**src/hdl/sysbus_pkg.sv**
```systemverilog
/*
 * system bus package
 * bus widths, region map, configuration constants and the packed bus/DAC types
 */
package sysbus_pkg;

  // ----------------------------------------
  // bus geometry
  // ----------------------------------------
  localparam int addr_w            = 32;        // bus address width
  localparam int data_w            = 32;        // bus data width
  localparam int sel_w             = 4;         // byte selects
  localparam int sys_regions       = 8;         // regions behind the decoder
  localparam int first_free_region = 6;         // regions 6 and up answer internally
  localparam int region_idx_w      = $clog2(sys_regions);
  localparam int region_fld_hi     = 29;        // region field in the address
  localparam int region_fld_lo     = 20;

  localparam logic [region_fld_hi-region_fld_lo:0] sysconf_region_idx = 10'h3ff;

  // ----------------------------------------
  // configuration region
  // ----------------------------------------
  localparam logic [data_w-1:0] sysconf_id       = 32'hfff00002; // class fff, version 2
  localparam logic [19:0]       cfg_id_offs      = 20'hf0000;
  localparam logic [19:0]       cfg_regions_offs = 20'hf0004;
  localparam logic [19:0]       cfg_irq_offs     = 20'hf0100;    // one word per region
  localparam int                irq_lines        = 16;           // PL to PS lines
  localparam int                irq_line_w       = $clog2(irq_lines);
  localparam int                irq_src_cnt      = 2;            // gpio, ddr dump

  // ----------------------------------------
  // DAC
  // ----------------------------------------
  localparam int               dac_w        = 14;
  localparam logic [dac_w-1:0] dac_max_code = 14'h1FFF;          // +8191
  localparam logic [dac_w-1:0] dac_min_code = 14'h2000;          // -8192

  typedef logic [sys_regions-1:0] region_mask_t;  // one bit per region

  typedef struct packed {
    logic [addr_w-1:0] addr;
    logic [data_w-1:0] wdata;
    logic [sel_w-1:0]  sel;
    logic              wen;    // single cycle write strobe
    logic              ren;    // single cycle read strobe
  } sys_req_t;

  typedef struct packed {
    logic [data_w-1:0] rdata;
    logic              err;
    logic              ack;
  } sys_rsp_t;

  typedef sys_rsp_t [sys_regions-1:0] region_rsp_arr_t;

  typedef struct packed {
    logic gpio;       // housekeeping pin change
    logic ddr_dump;   // scope dump
  } irq_src_t;

  typedef struct packed {
    logic signed [dac_w-1:0] a;
    logic signed [dac_w-1:0] b;
  } dac_pair_t;

  // answer of an unmapped region
  localparam sys_rsp_t free_region_rsp = '{rdata: '0, err: 1'b0, ack: 1'b1};

endpackage

```
**src/hdl/sysbus_region_decoder.sv**
```systemverilog
/*
 * system bus region decoder
 * registers the request, selects a region from address bits 29:20
 */
`timescale 1ns/1ps

module sysbus_region_decoder import sysbus_pkg::*; (
  input  logic              adc_clk,
  input  logic              rst_n_i,
  input  sys_req_t          req_i,
  output region_mask_t      region_wen_o,   // gated write strobes
  output region_mask_t      region_ren_o,   // gated read strobes
  output region_mask_t      region_sel_o,   // held one-hot select
  output logic              cfg_sel_o,      // held config select
  output logic [addr_w-1:0] addr_o
);

  logic [region_fld_hi-region_fld_lo:0] region_fld;
  region_mask_t                         sel_d;
  region_mask_t                         sel_q;
  logic                                 cfg_d;
  logic                                 cfg_q;
  logic                                 wen_q;
  logic                                 ren_q;
  logic [addr_w-1:0]                    addr_q;

  assign region_fld = req_i.addr[region_fld_hi:region_fld_lo];

  always_comb begin
    sel_d = '0;
    if (region_fld < sys_regions) begin
      sel_d[region_fld[region_idx_w-1:0]] = 1'b1;  // regions 0..7 only
    end
  end

  assign cfg_d = (region_fld == sysconf_region_idx);  // 0x3ff

  // ----------------------------------------
  // request register
  // ----------------------------------------
  always_ff @(posedge adc_clk or negedge rst_n_i) begin
    if (!rst_n_i) begin
      sel_q <= '0;
      cfg_q <= 1'b0;
      wen_q <= 1'b0;
      ren_q <= 1'b0;
    end else begin
      sel_q <= sel_d;
      cfg_q <= cfg_d;
      wen_q <= req_i.wen;
      ren_q <= req_i.ren;
    end
  end

  always_ff @(posedge adc_clk) begin
    addr_q <= req_i.addr;  // shared by all regions and the config ROM
  end

  assign region_wen_o = sel_q & {sys_regions{wen_q}};
  assign region_ren_o = sel_q & {sys_regions{ren_q}};
  assign region_sel_o = sel_q;
  assign cfg_sel_o    = cfg_q;
  assign addr_o       = addr_q;

  // at most one target per request, external or config
  a_one_target: assert property (@(posedge adc_clk) disable iff (!rst_n_i)
    $onehot0(region_sel_o) && !(cfg_sel_o && |region_sel_o))
    else $error("decoder selected more than one target");

endmodule

```
**src/hdl/sysconf_irq_rom.sv**
```systemverilog
/*
 * configuration region and interrupt routing
 * one routing table feeds both the PL to PS lines and the per-region config words
 */
`timescale 1ns/1ps

module sysconf_irq_rom import sysbus_pkg::*; (
  input  logic [addr_w-1:0]    addr_i,      // held bus address
  input  irq_src_t             irq_src_i,
  output sys_rsp_t             cfg_rsp_o,
  output logic [irq_lines-1:0] irq_f2p_o
);

  typedef struct packed {
    logic [irq_line_w-1:0]   line;    // PL to PS line number
    logic [region_idx_w-1:0] region;  // region that owns the source
  } irq_route_t;

  // ----------------------------------------
  // routing table, index = source bit
  // ----------------------------------------
  localparam irq_route_t route_tbl [irq_src_cnt] = '{
    '{line: 4'd10, region: 3'd0},  // gpio for hk
    '{line: 4'd4,  region: 3'd1}   // ddr dump for scope
  };

  logic [irq_src_cnt-1:0] src_vec;
  logic [data_w-1:0]      region_word [sys_regions];
  logic [data_w-1:0]      rdata;

  assign src_vec = {irq_src_i.ddr_dump, irq_src_i.gpio};  // bit 0 is gpio

  always_comb begin
    irq_f2p_o = '0;  // unused lines held low
    for (int k = 0; k < irq_src_cnt; k++) begin
      irq_f2p_o[route_tbl[k].line] = src_vec[k];
    end
  end

  // word layout: bits 19:16 enable lines 0..3, bits 15:0 four irq numbers
  always_comb begin
    for (int r = 0; r < sys_regions; r++) begin
      region_word[r] = '0;
    end
    for (int k = 0; k < irq_src_cnt; k++) begin
      region_word[route_tbl[k].region][19]    = 1'b1;               // enable line 0
      region_word[route_tbl[k].region][15:12] = route_tbl[k].line;  // irq number line 0
    end
  end

  // ----------------------------------------
  // register map on address bits 19:0
  // ----------------------------------------
  always_comb begin
    rdata = '0;  // unlisted offsets read zero
    if (addr_i[19:0] == cfg_id_offs) begin
      rdata = sysconf_id;
    end else if (addr_i[19:0] == cfg_regions_offs) begin
      rdata = data_w'(sys_regions);
    end else if (addr_i[19:5] == cfg_irq_offs[19:5] && addr_i[1:0] == 2'b00) begin
      rdata = region_word[addr_i[region_idx_w+1:2]];  // 0xf0100 + 4*region
    end
  end

  always_comb begin
    cfg_rsp_o.rdata = rdata;
    cfg_rsp_o.err   = 1'b0;
    cfg_rsp_o.ack   = 1'b1;  // always ready
  end

endmodule

```
**src/hdl/sysbus_response_mux.sv**
```systemverilog
/*
 * system bus response multiplexer
 * picks the selected region or config answer and registers it for the bus
 */
`timescale 1ns/1ps

module sysbus_response_mux import sysbus_pkg::*; (
  input  logic            adc_clk,
  input  logic            rst_n_i,
  input  region_mask_t    region_sel_i,  // held select from the decoder
  input  logic            cfg_sel_i,
  input  region_rsp_arr_t region_rsp_i,  // combinational region answers
  input  sys_rsp_t        cfg_rsp_i,
  output sys_rsp_t        rsp_o
);

  region_rsp_arr_t region_rsp_eff;
  sys_rsp_t        rsp_d;
  sys_rsp_t        rsp_q;

  // ----------------------------------------
  // unmapped regions answer by themselves
  // ----------------------------------------
  for (genvar gi = 0; gi < sys_regions; gi++) begin : g_src
    if (gi >= first_free_region) begin : g_free
      assign region_rsp_eff[gi] = free_region_rsp;  // zero data, ack
    end else begin : g_ext
      assign region_rsp_eff[gi] = region_rsp_i[gi];
    end
  end

  // and-or mux, select is one-hot so this is the selected source
  always_comb begin
    rsp_d = '0;
    for (int i = 0; i < sys_regions; i++) begin
      rsp_d.rdata = rsp_d.rdata | (region_rsp_eff[i].rdata & {data_w{region_sel_i[i]}});
      rsp_d.err   = rsp_d.err | (region_rsp_eff[i].err & region_sel_i[i]);
      rsp_d.ack   = rsp_d.ack | (region_rsp_eff[i].ack & region_sel_i[i]);
    end
    rsp_d.rdata = rsp_d.rdata | (cfg_rsp_i.rdata & {data_w{cfg_sel_i}});
    rsp_d.err   = rsp_d.err | (cfg_rsp_i.err & cfg_sel_i);
    rsp_d.ack   = rsp_d.ack | (cfg_rsp_i.ack & cfg_sel_i);
  end

  // ----------------------------------------
  // response register
  // ----------------------------------------
  always_ff @(posedge adc_clk or negedge rst_n_i) begin
    if (!rst_n_i) begin
      rsp_q <= '0;
    end else begin
      rsp_q <= rsp_d;  // ack is a one cycle pulse per request
    end
  end

  assign rsp_o = rsp_q;

  // a request that hit no target must never be acknowledged
  a_no_stray_ack: assert property (@(posedge adc_clk) disable iff (!rst_n_i)
    !(|region_sel_i || cfg_sel_i) |=> !rsp_o.ack)
    else $error("acknowledge without a selected target");

endmodule

```
**src/hdl/dac_sat_stage.sv**
```systemverilog
/*
 * DAC summation stage
 * adds two signed sources per channel and clamps to the 14-bit code range
 */
`timescale 1ns/1ps

module dac_sat_stage import sysbus_pkg::*; (
  input  logic      adc_clk,
  input  logic      rst_n_i,
  input  dac_pair_t src_a_i,  // first source, both channels
  input  dac_pair_t src_b_i,  // second source, both channels
  output dac_pair_t dac_o
);

  dac_pair_t dac_d;
  dac_pair_t dac_q;

  // 15-bit sum, top two bits tell the overflow direction
  function automatic logic [dac_w-1:0] sat_sum(
    input logic signed [dac_w-1:0] x,
    input logic signed [dac_w-1:0] y
  );
    logic signed [dac_w:0] sum;
    logic [dac_w-1:0]      code;
    sum = {x[dac_w-1], x} + {y[dac_w-1], y};  // sign extend then add
    case (sum[dac_w:dac_w-1])
      2'b01:   code = dac_max_code;       // pos. overflow
      2'b10:   code = dac_min_code;       // neg. overflow
      default: code = sum[dac_w-1:0];     // in range
    endcase
    return code;
  endfunction

  // ----------------------------------------
  // per channel saturation
  // ----------------------------------------
  always_comb begin
    dac_d.a = sat_sum(src_a_i.a, src_b_i.a);  // channel 1
    dac_d.b = sat_sum(src_a_i.b, src_b_i.b);  // channel 2
  end

  always_ff @(posedge adc_clk or negedge rst_n_i) begin
    if (!rst_n_i) begin
      dac_q <= '0;  // mid scale
    end else begin
      dac_q <= dac_d;
    end
  end

  assign dac_o = dac_q;

endmodule

```
**src/hdl/pitaya_sysbus_top.sv**
```systemverilog
/*
 * board top, bus and DAC path
 * region decoder, config ROM, response mux and the DAC summation stage
 */
`timescale 1ns/1ps

module pitaya_sysbus_top import sysbus_pkg::*; (
  input  logic                 adc_clk,
  input  logic                 rst_n_i,
  input  sys_req_t             sys_req_i,      // from the PS bus bridge
  output sys_rsp_t             sys_rsp_o,
  output region_mask_t         region_wen_o,
  output region_mask_t         region_ren_o,
  output logic [addr_w-1:0]    region_addr_o,  // held address for all regions
  input  region_rsp_arr_t      region_rsp_i,
  input  irq_src_t             irq_src_i,
  output logic [irq_lines-1:0] irq_f2p_o,      // GIC lines
  input  dac_pair_t            dac_src_a_i,
  input  dac_pair_t            dac_src_b_i,
  output dac_pair_t            dac_o
);

  region_mask_t region_sel_q;
  logic         cfg_sel_q;
  sys_rsp_t     cfg_rsp;

  // ----------------------------------------
  // bus path
  // ----------------------------------------
  sysbus_region_decoder u_decode (
    .adc_clk      (adc_clk),
    .rst_n_i      (rst_n_i),
    .req_i        (sys_req_i),
    .region_wen_o (region_wen_o),
    .region_ren_o (region_ren_o),
    .region_sel_o (region_sel_q),
    .cfg_sel_o    (cfg_sel_q),
    .addr_o       (region_addr_o)
  );

  sysconf_irq_rom u_execute (
    .addr_i    (region_addr_o),  // same held address
    .irq_src_i (irq_src_i),
    .cfg_rsp_o (cfg_rsp),
    .irq_f2p_o (irq_f2p_o)
  );

  sysbus_response_mux u_result (
    .adc_clk      (adc_clk),
    .rst_n_i      (rst_n_i),
    .region_sel_i (region_sel_q),
    .cfg_sel_i    (cfg_sel_q),
    .region_rsp_i (region_rsp_i),
    .cfg_rsp_i    (cfg_rsp),
    .rsp_o        (sys_rsp_o)
  );

  // ----------------------------------------
  // DAC path
  // ----------------------------------------
  dac_sat_stage u_dac_sat (
    .adc_clk (adc_clk),
    .rst_n_i (rst_n_i),
    .src_a_i (dac_src_a_i),
    .src_b_i (dac_src_b_i),
    .dac_o   (dac_o)
  );

endmodule

```
**config.mk**
```make
export PLATFORM = sky130hd
export DESIGN_NAME = pitaya_sysbus_top
export DESIGN_NICKNAME = d
export VERILOG_FILES = /design/src/hdl/sysbus_pkg.sv /design/src/hdl/sysbus_region_decoder.sv /design/src/hdl/sysconf_irq_rom.sv /design/src/hdl/sysbus_response_mux.sv /design/src/hdl/dac_sat_stage.sv /design/src/hdl/pitaya_sysbus_top.sv
export SDC_FILE = /design/constraint.sdc
export NUM_CORES = 1
export LEC_CHECK = 0
export BUFFER_PORTS_ARGS = -buffer_cell sky130_fd_sc_hd__buf_2
export CORE_AREA = 2 2 206 208
export DETAILED_ROUTE_END_ITERATION = 12
export DIE_AREA = 0 0 208 210
export GPL_ROUTABILITY_DRIVEN = 0
export MAX_ROUTING_LAYER = met4
export SYNTH_ARGS = -nofsm -noshare
export SYNTH_HDL_FRONTEND = slang
export SYNTH_SLANG_ARGS = --single-unit
```
**constraint.sdc**
```tcl
create_clock -name adc_clk -period 1.6 [get_ports adc_clk]
set_input_delay 0.32 -clock adc_clk [delete_from_list [all_inputs] [get_ports adc_clk]]
set_output_delay 0.32 -clock adc_clk [all_outputs]
set_load 0.05 [all_outputs]
```
==> impl_metrics.py, run 1 <==
metrics = {
    "drt": {
        "vias_per_cell": 4.13,
        "drtPass1Iterations": 5,
        "wl_um": 33100,
        "drtIter0Drc": 353,
        "ant_nets": 0,
        "vias": 6754,
        "drc": 0,
        "wire_per_inst_um": 20.3,
    },
    "final_layout": {
        "drive_gt1_frac": 0.613,
        "final_cells": 1634,
        "final_util": 0.250,
        "area_growth_pct": 86.3,
        "finalNetCount": 1515,
    },
    "pwr": {
        "p_per_area_nw_per_um2": 911,
        "leakage_nw": 5.17,
        "p_comb_frac": 0.419,
        "p_int_w": 0.00556,
        "seq_power_share": 0.330,
        "netSwitchingFraction": 0.413,
        "p_clk_frac": 0.251,
        "ir_worst_vdd_mv": 0.414,
        "power.switching_w": 0.00391,
    },
    "cts": {
        "numCtsBuffers": 9,
        "clk_pin_slew_worst_paths_ps": 80,
        "cts_tree": "yes",
        "h-tree-depth": 3,
        "cts_root_buffer": "clkbuf_16",
        "clk_latency_ps": 380,
        "cts_num_sinks": 105,
        "clock_path_buffers": 2,
    },
    "placement": {
        "placedCellCount": 1565,
        "numPortBuffers": 405,
        "dpl.hpwl_um": 25700,
    },
    "sta": {
        "period_needed_ps": 2320,
        "fin_skew_ps": 7.58,
        "hold_viol_final": 0,
        "finalCritPeriodShare": 1.45,
        "hold-worst-slack_ps": 37.0,
        "rsz0062_at_grt": "yes",
        "setup_viol": 29,
        "slew_viol_final": 0,
        "fmax_mhz": 431,
        "timing.final.ws_setup_ps": -718,
    },
    "grt": {
        "grt_overflow_total": 0,
        "grt_pass1_wl_um": 46700,
        "grt_pass1_vias": 7092,
        "grt_max_degree": 31,
        "gr-usage-all-layers": 0.152,
        "antenna_found_initial": 12,
    },
    "logic_synthesis": {
        "syn_area_per_cell_um2": 10.0,
        "synth_area_leader_cell": "dfrtp_1",
        "ys_seq_area_frac": 0.443,
        "synth-edff-count": 0,
        "async_flop_share": 0.695,
        "syn_area_um2": 5570,
        "synth.area.top_cells": "dfrtp_1 (33%), a22oi_1 (13%), dfxtp_1 (11%), ha_1 (7.2%), a21o_1 (2.7%)",
        "synth_ff_type": "dfrtp_1",
        "synthDominantCellAreaShare": 0.328,
        "syn_inst": 556,
        "netlist-cell-type-count": 55,
        "ys_ff_latch": 105,
        "yosysWarnings": 0,
    },
    "setup_path": {
        "cp-end-kind": "register",
        "r2r-end": "u_result.rsp_o[25]",
        "critPathRequiredTime_ps": 1860,
        "cp-start-kind": "input pin",
        "crit_start": "dac_src_b_i[14]",
        "reg2reg_from": "u_decode.addr_o[9]",
        "worstPathMaxFanout": 9,
        "worstPathArrival_ps": 2580,
        "worst-r2r-setup-slack_ps": 10,
        "rr_worst_depth": 7,
        "critical_path_class": "input pin to register",
    },
    "worst_hold_path": {
        "min_from": "sys_req_i[69]",
        "hold_depth": 1,
        "holdPathEnd": "u_decode.addr_o[31]",
        "hp-class": "input pin to register",
    },
    "floorplan": {
        "die_y_um": 210,
        "die_w_um": 208,
        "initial_core_util": 0.134,
        "coreArea_um2": 41500,
        "io_pins": 528,
        "die_area_um2": 43700,
        "placementRows": 75,
    },
    "outcome": {
        "violations": "setup timing",
        "outcome": "finished with violations",
    },
    "run": {
        "maxCapViolCount": 0,
    },
}
## what timing repair did
| item | in CTS | in global routing |
|---|---|---|
| endpoints found under the setup margin | 60 | 59 |
| pin swaps | 26 | 6 |
| gates cloned | 6 | 0 |
| endpoints found under the hold margin | 24 | 0 |
| gates resized for setup | 142 | 20 |
| hold buffers | 4 | 0 |
| buffers inserted | 33 | 0 |
## power by group through the flow
stage | Clock [W] | Sequential [W] | Combinational [W]
2_1_floorplan | 0 | 0.00433 | 0.00105
3_3_place_gp | 0 | 0.00318 | 0.00359
3_5_place_dp | 0 | 0.00318 | 0.00362
4_1_cts | 0.00253 | 0.00314 | 0.00394
5_1_grt | 0.00260 | 0.00317 | 0.00421
6_report | 0.00238 | 0.00313 | 0.00396
## metrics by stage
stage	instance area (um^2)	setup slack (ps)	setup TNS [ps]	total power, W
2_1_floorplan	5790	-1090	-27410	0.00538
3_3_place_gp	9020	-1280	-39050	0.00677
3_5_place_dp	9020	-1380	-39700	0.00680
4_1_cts	10300	-783	-18490	0.00961
5_1_grt	10400	-781	-20490	0.00998
6_report	10400	-718	-17800	0.00946
## per-layer routing
metal / track usage / wire length (um) / vias up
li1: - / - / 3146
met1: 0.157 / 12500 / 3243
met2: 0.275 / 17400 / 297
met3: 0.0340 / 1780 / 68
met4: 0.0685 / 1520 / 0
met5: - / 0 / -
## worst max path at each step
stage | end | slack (ps) | depth (start not counted)
floorplan | u_dac_sat.dac_o[17] | -1090 | 13
global placement | u_dac_sat.dac_o[27] | -1280 | 12
detailed placement | u_dac_sat.dac_o[17] | -1380 | 13
CTS | u_dac_sat.dac_o[21] | -780 | 13
global route | u_dac_sat.dac_o[19] | -780 | 13
finish | u_dac_sat.dac_o[21] | -720 | 13
## cells in the mapped netlist, types with 3 or more instances
| library cell | count |
|---|---|
| a22oi_1 | 99 |
| dfrtp_1 | 73 |
| clkbuf_1 | 32 |
| dfxtp_1 | 32 |
| ha_1 | 32 |
| nand2_1 | 23 |
| o21ai_0 | 22 |
| nand4_1 | 21 |
| a21o_1 | 20 |
| a21oi_1 | 19 |
| nand3_1 | 19 |
| nor2_1 | 17 |
| and2_1 | 16 |
| buf_4 | 16 |
| xnor2_1 | 13 |
| a211oi_1 | 8 |
| inv_1 | 8 |
| o21bai_1 | 8 |
| xor2_1 | 8 |
| nor2b_1 | 6 |
| nor3_1 | 5 |
| nand2b_1 | 4 |
| a211oi_2 | 3 |
| a221oi_1 | 3 |
| and3_1 | 3 |
| nor4_1 | 3 |
| nor4b_1 | 3 |
| o21ai_1 | 3 |
## cell usage in the layout, fill, tap and decap left out, types with 4 or more instances in the layout
cell type        n
dfrtp_1         62
buf_12           9
dfxtp_1         24
nor3_1           4
nand3_1         19
buf_8           11
diode_2         11
ha_1            20
a22oi_2          4
buf_4          117
ha_4             9
nand2b_1         4
dfxtp_2          8
a21o_1          20
buf_2          384
clkbuf_16        9
dfrtp_2         11
o21ai_0          9
o21ai_2         10
a211oi_1         4
nand4_1         21
conb_1          14
inv_1            7
a21oi_1         17
nand2_1         18
a211oi_2         6
dlygate4sd3_1    4
xor2_1           8
o21bai_1         5
a22oi_1         95
buf_6           18
nor2_1          15
a21oi_2          4
xnor2_1         11
o21ai_1          6
bufbuf_16        4
and2_4          14
nor2b_1          5
## flip-flops by register name, indices dropped and copies added (netlist names)
name	count
u_result.rsp_o	34
u_decode.addr_o	32
u_dac_sat.dac_o	28
u_decode.region_sel_o	8
u_decode.cfg_sel_o	1
u_decode.ren_q	1
u_decode.wen_q	1
## layout make-up
cell class	count	area (um^2)
clock inverter	6	70.1
tap	539	674
timing repair buffer	548	3550
inverter	8	35.0
sequential	105	2490
antenna	11	27.5
fill	4479	31100
multi-input combinational	407	3300
clock buffer	10	239
## cells by family (layout without fill, tap and decap cells)
logic type	after synthesis	after routing	synth area share
AOI/OAI and AO/OA	207	207	0.265
and+or+nand+nor	129	129	0.125
DFF	105	105	0.443
buffers and inverters	57	572	0.0505
adders and majority gates	34	34	0.0790
xor gates and xnor gates	21	21	0.0330
muxes	2	2	0.00359
other	1	25	0.000673
## critical path, cell delays in order
cell and delay, ps:
buf_8 100, ha_4 150, fa_2 390, a211o_1 310
a21oi_2 180, nor4b_2 70, a211oi_2 210, nor2_2 80
o22a_1 170, ha_2 170, nor2b_4 130, buf_12 130
a21o_1 150
Power figures use the tool's default switching activity.
==> run 2, diff against run 1 <==
--- a/config.mk
+++ b/config.mk
@@ -6,11 +6,14 @@
 export NUM_CORES = 1
 export LEC_CHECK = 0
 export BUFFER_PORTS_ARGS = -buffer_cell sky130_fd_sc_hd__buf_2
-export CORE_AREA = 2 2 206 208
+export CELL_PAD_IN_SITES_DETAIL_PLACEMENT = 1
+export CELL_PAD_IN_SITES_GLOBAL_PLACEMENT = 1
+export CORE_AREA = 2 2 204 206
 export DETAILED_ROUTE_END_ITERATION = 12
-export DIE_AREA = 0 0 208 210
+export DIE_AREA = 0 0 206 208
 export GPL_ROUTABILITY_DRIVEN = 0
 export MAX_ROUTING_LAYER = met4
+export PLACE_DENSITY_LB_ADDON = 0.1
 export SYNTH_ARGS = -nofsm -noshare
 export SYNTH_HDL_FRONTEND = slang
 export SYNTH_SLANG_ARGS = --single-unit
==> constraint.sdc (replaced) <==
create_clock -name adc_clk -period 1.6 [get_ports adc_clk]
set_input_delay 0.32 -clock adc_clk [delete_from_list [all_inputs] [get_ports adc_clk]]
set_output_delay 0.32 -clock adc_clk [all_outputs]
set_load 0.02 [all_outputs]
==> run 2 against run 1 <==
The run still ends with setup timing left. Combinational power is 23% lower. Clock skew about the same. Worst hold slack improved by 14 ps. Global-route usage rose by 0.90 points. Clock power shrank 4%. Critical endpoint is now u_dac_sat.dac_o[16]. Highest routed layer unchanged.
==> impl_metrics.py, run 2 (synthesis results as in run 1) <==
metrics = {
    "floorplan": {
        "coreArea_um2": 40600,
        "die_y_um": 208,
        "placementRows": 74,
        "io_pins": 528,
        "initial_core_util": 0.137,
        "die_w_um": 206,
        "die_area_um2": 42800,
    },
    "sta": {
        "slew_viol_final": 0,
        "timing.final.ws_setup_ps": -717,
        "rsz0062_at_grt": "yes",
        "hold_viol_final": 0,
        "fin_skew_ps": 7.87,
        "setup_viol": 28,
        "setup_tns_ps": -18340,
        "finalCritPeriodShare": 1.45,
        "period_needed_ps": 2320,
        "fmax_mhz": 432,
    },
    "drt": {
        "wl_um": 34100,
        "vias_per_cell": 4.11,
        "vias": 6634,
        "wire_per_inst_um": 21.1,
        "drc": 0,
        "drtIter0Drc": 274,
        "drtPass1Iterations": 4,
        "ant_nets": 0,
    },
    "placement": {
        "numPortBuffers": 405,
        "placedCellCount": 1556,
        "dpl.hpwl_um": 26000,
    },
    "setup_path": {
        "path_buf_inv": 2,
        "crit_start": "dac_src_b_i[14]",
        "cp-end-kind": "register",
        "crit_chain": "buf_6, ha_4, fa_2, a211o_1, a21oi_2, nor4b_2, a211oi_2, nor2_2, o22ai_2, ha_4, nor2b_4, buf_6, a21o_1",
        "r2r-end": "u_result.rsp_o[29]",
        "path_depth": 13,
        "worstPathArrival_ps": 2620,
        "worst-r2r-setup-slack_ps": 0,
        "worstPathMaxFanout": 5,
        "slowest_stage": "fa_2",
        "reg2reg_from": "u_decode.addr_o[1]",
        "cpLargestDelayFamily": "compound AO/OA/AOI/OAI gates",
        "rr_worst_depth": 7,
        "endpoint": "u_dac_sat.dac_o[16]",
        "cp-start-kind": "input pin",
        "max_stage_delay_ps": 350,
        "critical_path_class": "input pin to register",
        "critPathRequiredTime_ps": 1900,
    },
    "final_layout": {
        "final_common_cell": "buf_2",
        "final_cells": 1615,
        "most-common-layout-cells": "buf_2 (394), buf_4 (112), a22oi_1 (98)",
        "drive_gt1_frac": 0.582,
        "finalNetCount": 1508,
        "area_growth_pct": 80.9,
        "largest_reg_flops": 34,
    },
    "cts": {
        "clock_path_buffers": 2,
        "cts_tree": "yes",
        "clk_latency_ps": 370,
        "cts_num_sinks": 105,
        "cts_root_buffer": "clkbuf_16",
        "numCtsBuffers": 9,
        "h-tree-depth": 3,
        "clk_pin_slew_worst_paths_ps": 80,
    },
    "pwr": {
        "seq_power_share": 0.370,
        "p_comb_frac": 0.359,
        "p_clk_frac": 0.271,
        "p_int_w": 0.00552,
        "power.total_w": 0.00844,
        "leakage_nw": 5.10,
        "netSwitchingFraction": 0.346,
        "power.switching_w": 0.00292,
        "ir_worst_vdd_mv": 0.459,
        "p_per_area_nw_per_um2": 837,
    },
    "outcome": {
        "outcome": "finished with violations",
        "violations": "setup timing",
    },
    "run": {
        "maxCapViolCount": 0,
    },
    "grt": {
        "grt_overflow_total": 0,
        "gr-usage-all-layers": 0.161,
        "grt_pass1_vias": 7209,
        "grt_max_degree": 35,
        "grt_pass1_wl_um": 47900,
        "antenna_found_initial": 8,
    },
    "worst_hold_path": {
        "hp-class": "input pin to register",
    },
}
## run 2: changes by cell type in the layout (fill, tap and decap cells not counted), moves of 7 or more
cell / before / now
buf_2: 384 / 394
and2_1: 2 / 14
and2_4: 14 / 2
buf_8: 11 / 1
dfxtp_2: 8 / 1
dfxtp_1: 24 / 31
## run 2: worst min-delay path by stage
stage / start / end / slack, ps / depth (start not counted)
2_1_floorplan: rst_n_i / u_dac_sat.dac_o[0] / 20 / 0
3_3_place_gp: rst_n_i / u_dac_sat.dac_o[3] / 230 / 1
3_5_place_dp: rst_n_i / u_dac_sat.dac_o[3] / 230 / 1
4_1_cts: sys_req_i[45] / u_decode.addr_o[7] / 10 / 1
5_1_grt: sys_req_i[57] / u_decode.addr_o[19] / 20 / 1
6_report: sys_req_i[1] / u_decode.wen_q / 50 / 1
## run 2: routing by layer
layer  vias up  global-route usage  part of all wire
met4         0              0.0498             0.025
met3        31              0.0410             0.070
met2       242               0.296              0.53
li1       3134                   -                 -
met5         -                   -                 0
met1      3227               0.165              0.38
## run 2: cell type report
type	instances	area, um^2
clock inverters	6	36.3
well taps	532	666
fillers	4817	30500
inverters	8	32.5
diodes	6	15.0
flip-flops and latches	105	2480
multi-input cells	407	3190
repair buffers	541	3420
clock buffers	10	250
## run 2: power groups by stage
stage,sequential [W],clock (W),combinational [W]
final,0.00312,0.00229,0.00303
after global routing,0.00317,0.00254,0.00332
after CTS,0.00313,0.00243,0.00301
after detailed placement,0.00317,0,0.00282
after global placement,0.00319,0,0.00281
after floorplan,0.00356,0,0.00100
## run 2: what timing repair did
action / in CTS / in global routing
pin swaps: 23 / 25
hold buffers: 1 / 0
setup buffers: 30 / 4
hold endpoints to repair: 10 / 0
endpoints found under the setup margin: 56 / 49
gates cloned: 6 / 0
resized for setup: 63 / 30
## run 2: per-stage QoR
| stage | cell area (um^2) | hold WS, ps | utilization | worst slack (ps) |
|---|---|---|---|---|
| detailed placement | 9020 | 226 | 0.223 | -1300 |
| CTS | 9960 | 14.8 | 0.246 | -736 |
| global placement | 9020 | 226 | 0.223 | -1240 |
| floorplan | 5770 | 24.4 | - | -1090 |
| global route | 10100 | 19.2 | 0.249 | -846 |
| finish | 10100 | 50.7 | 0.249 | -717 |
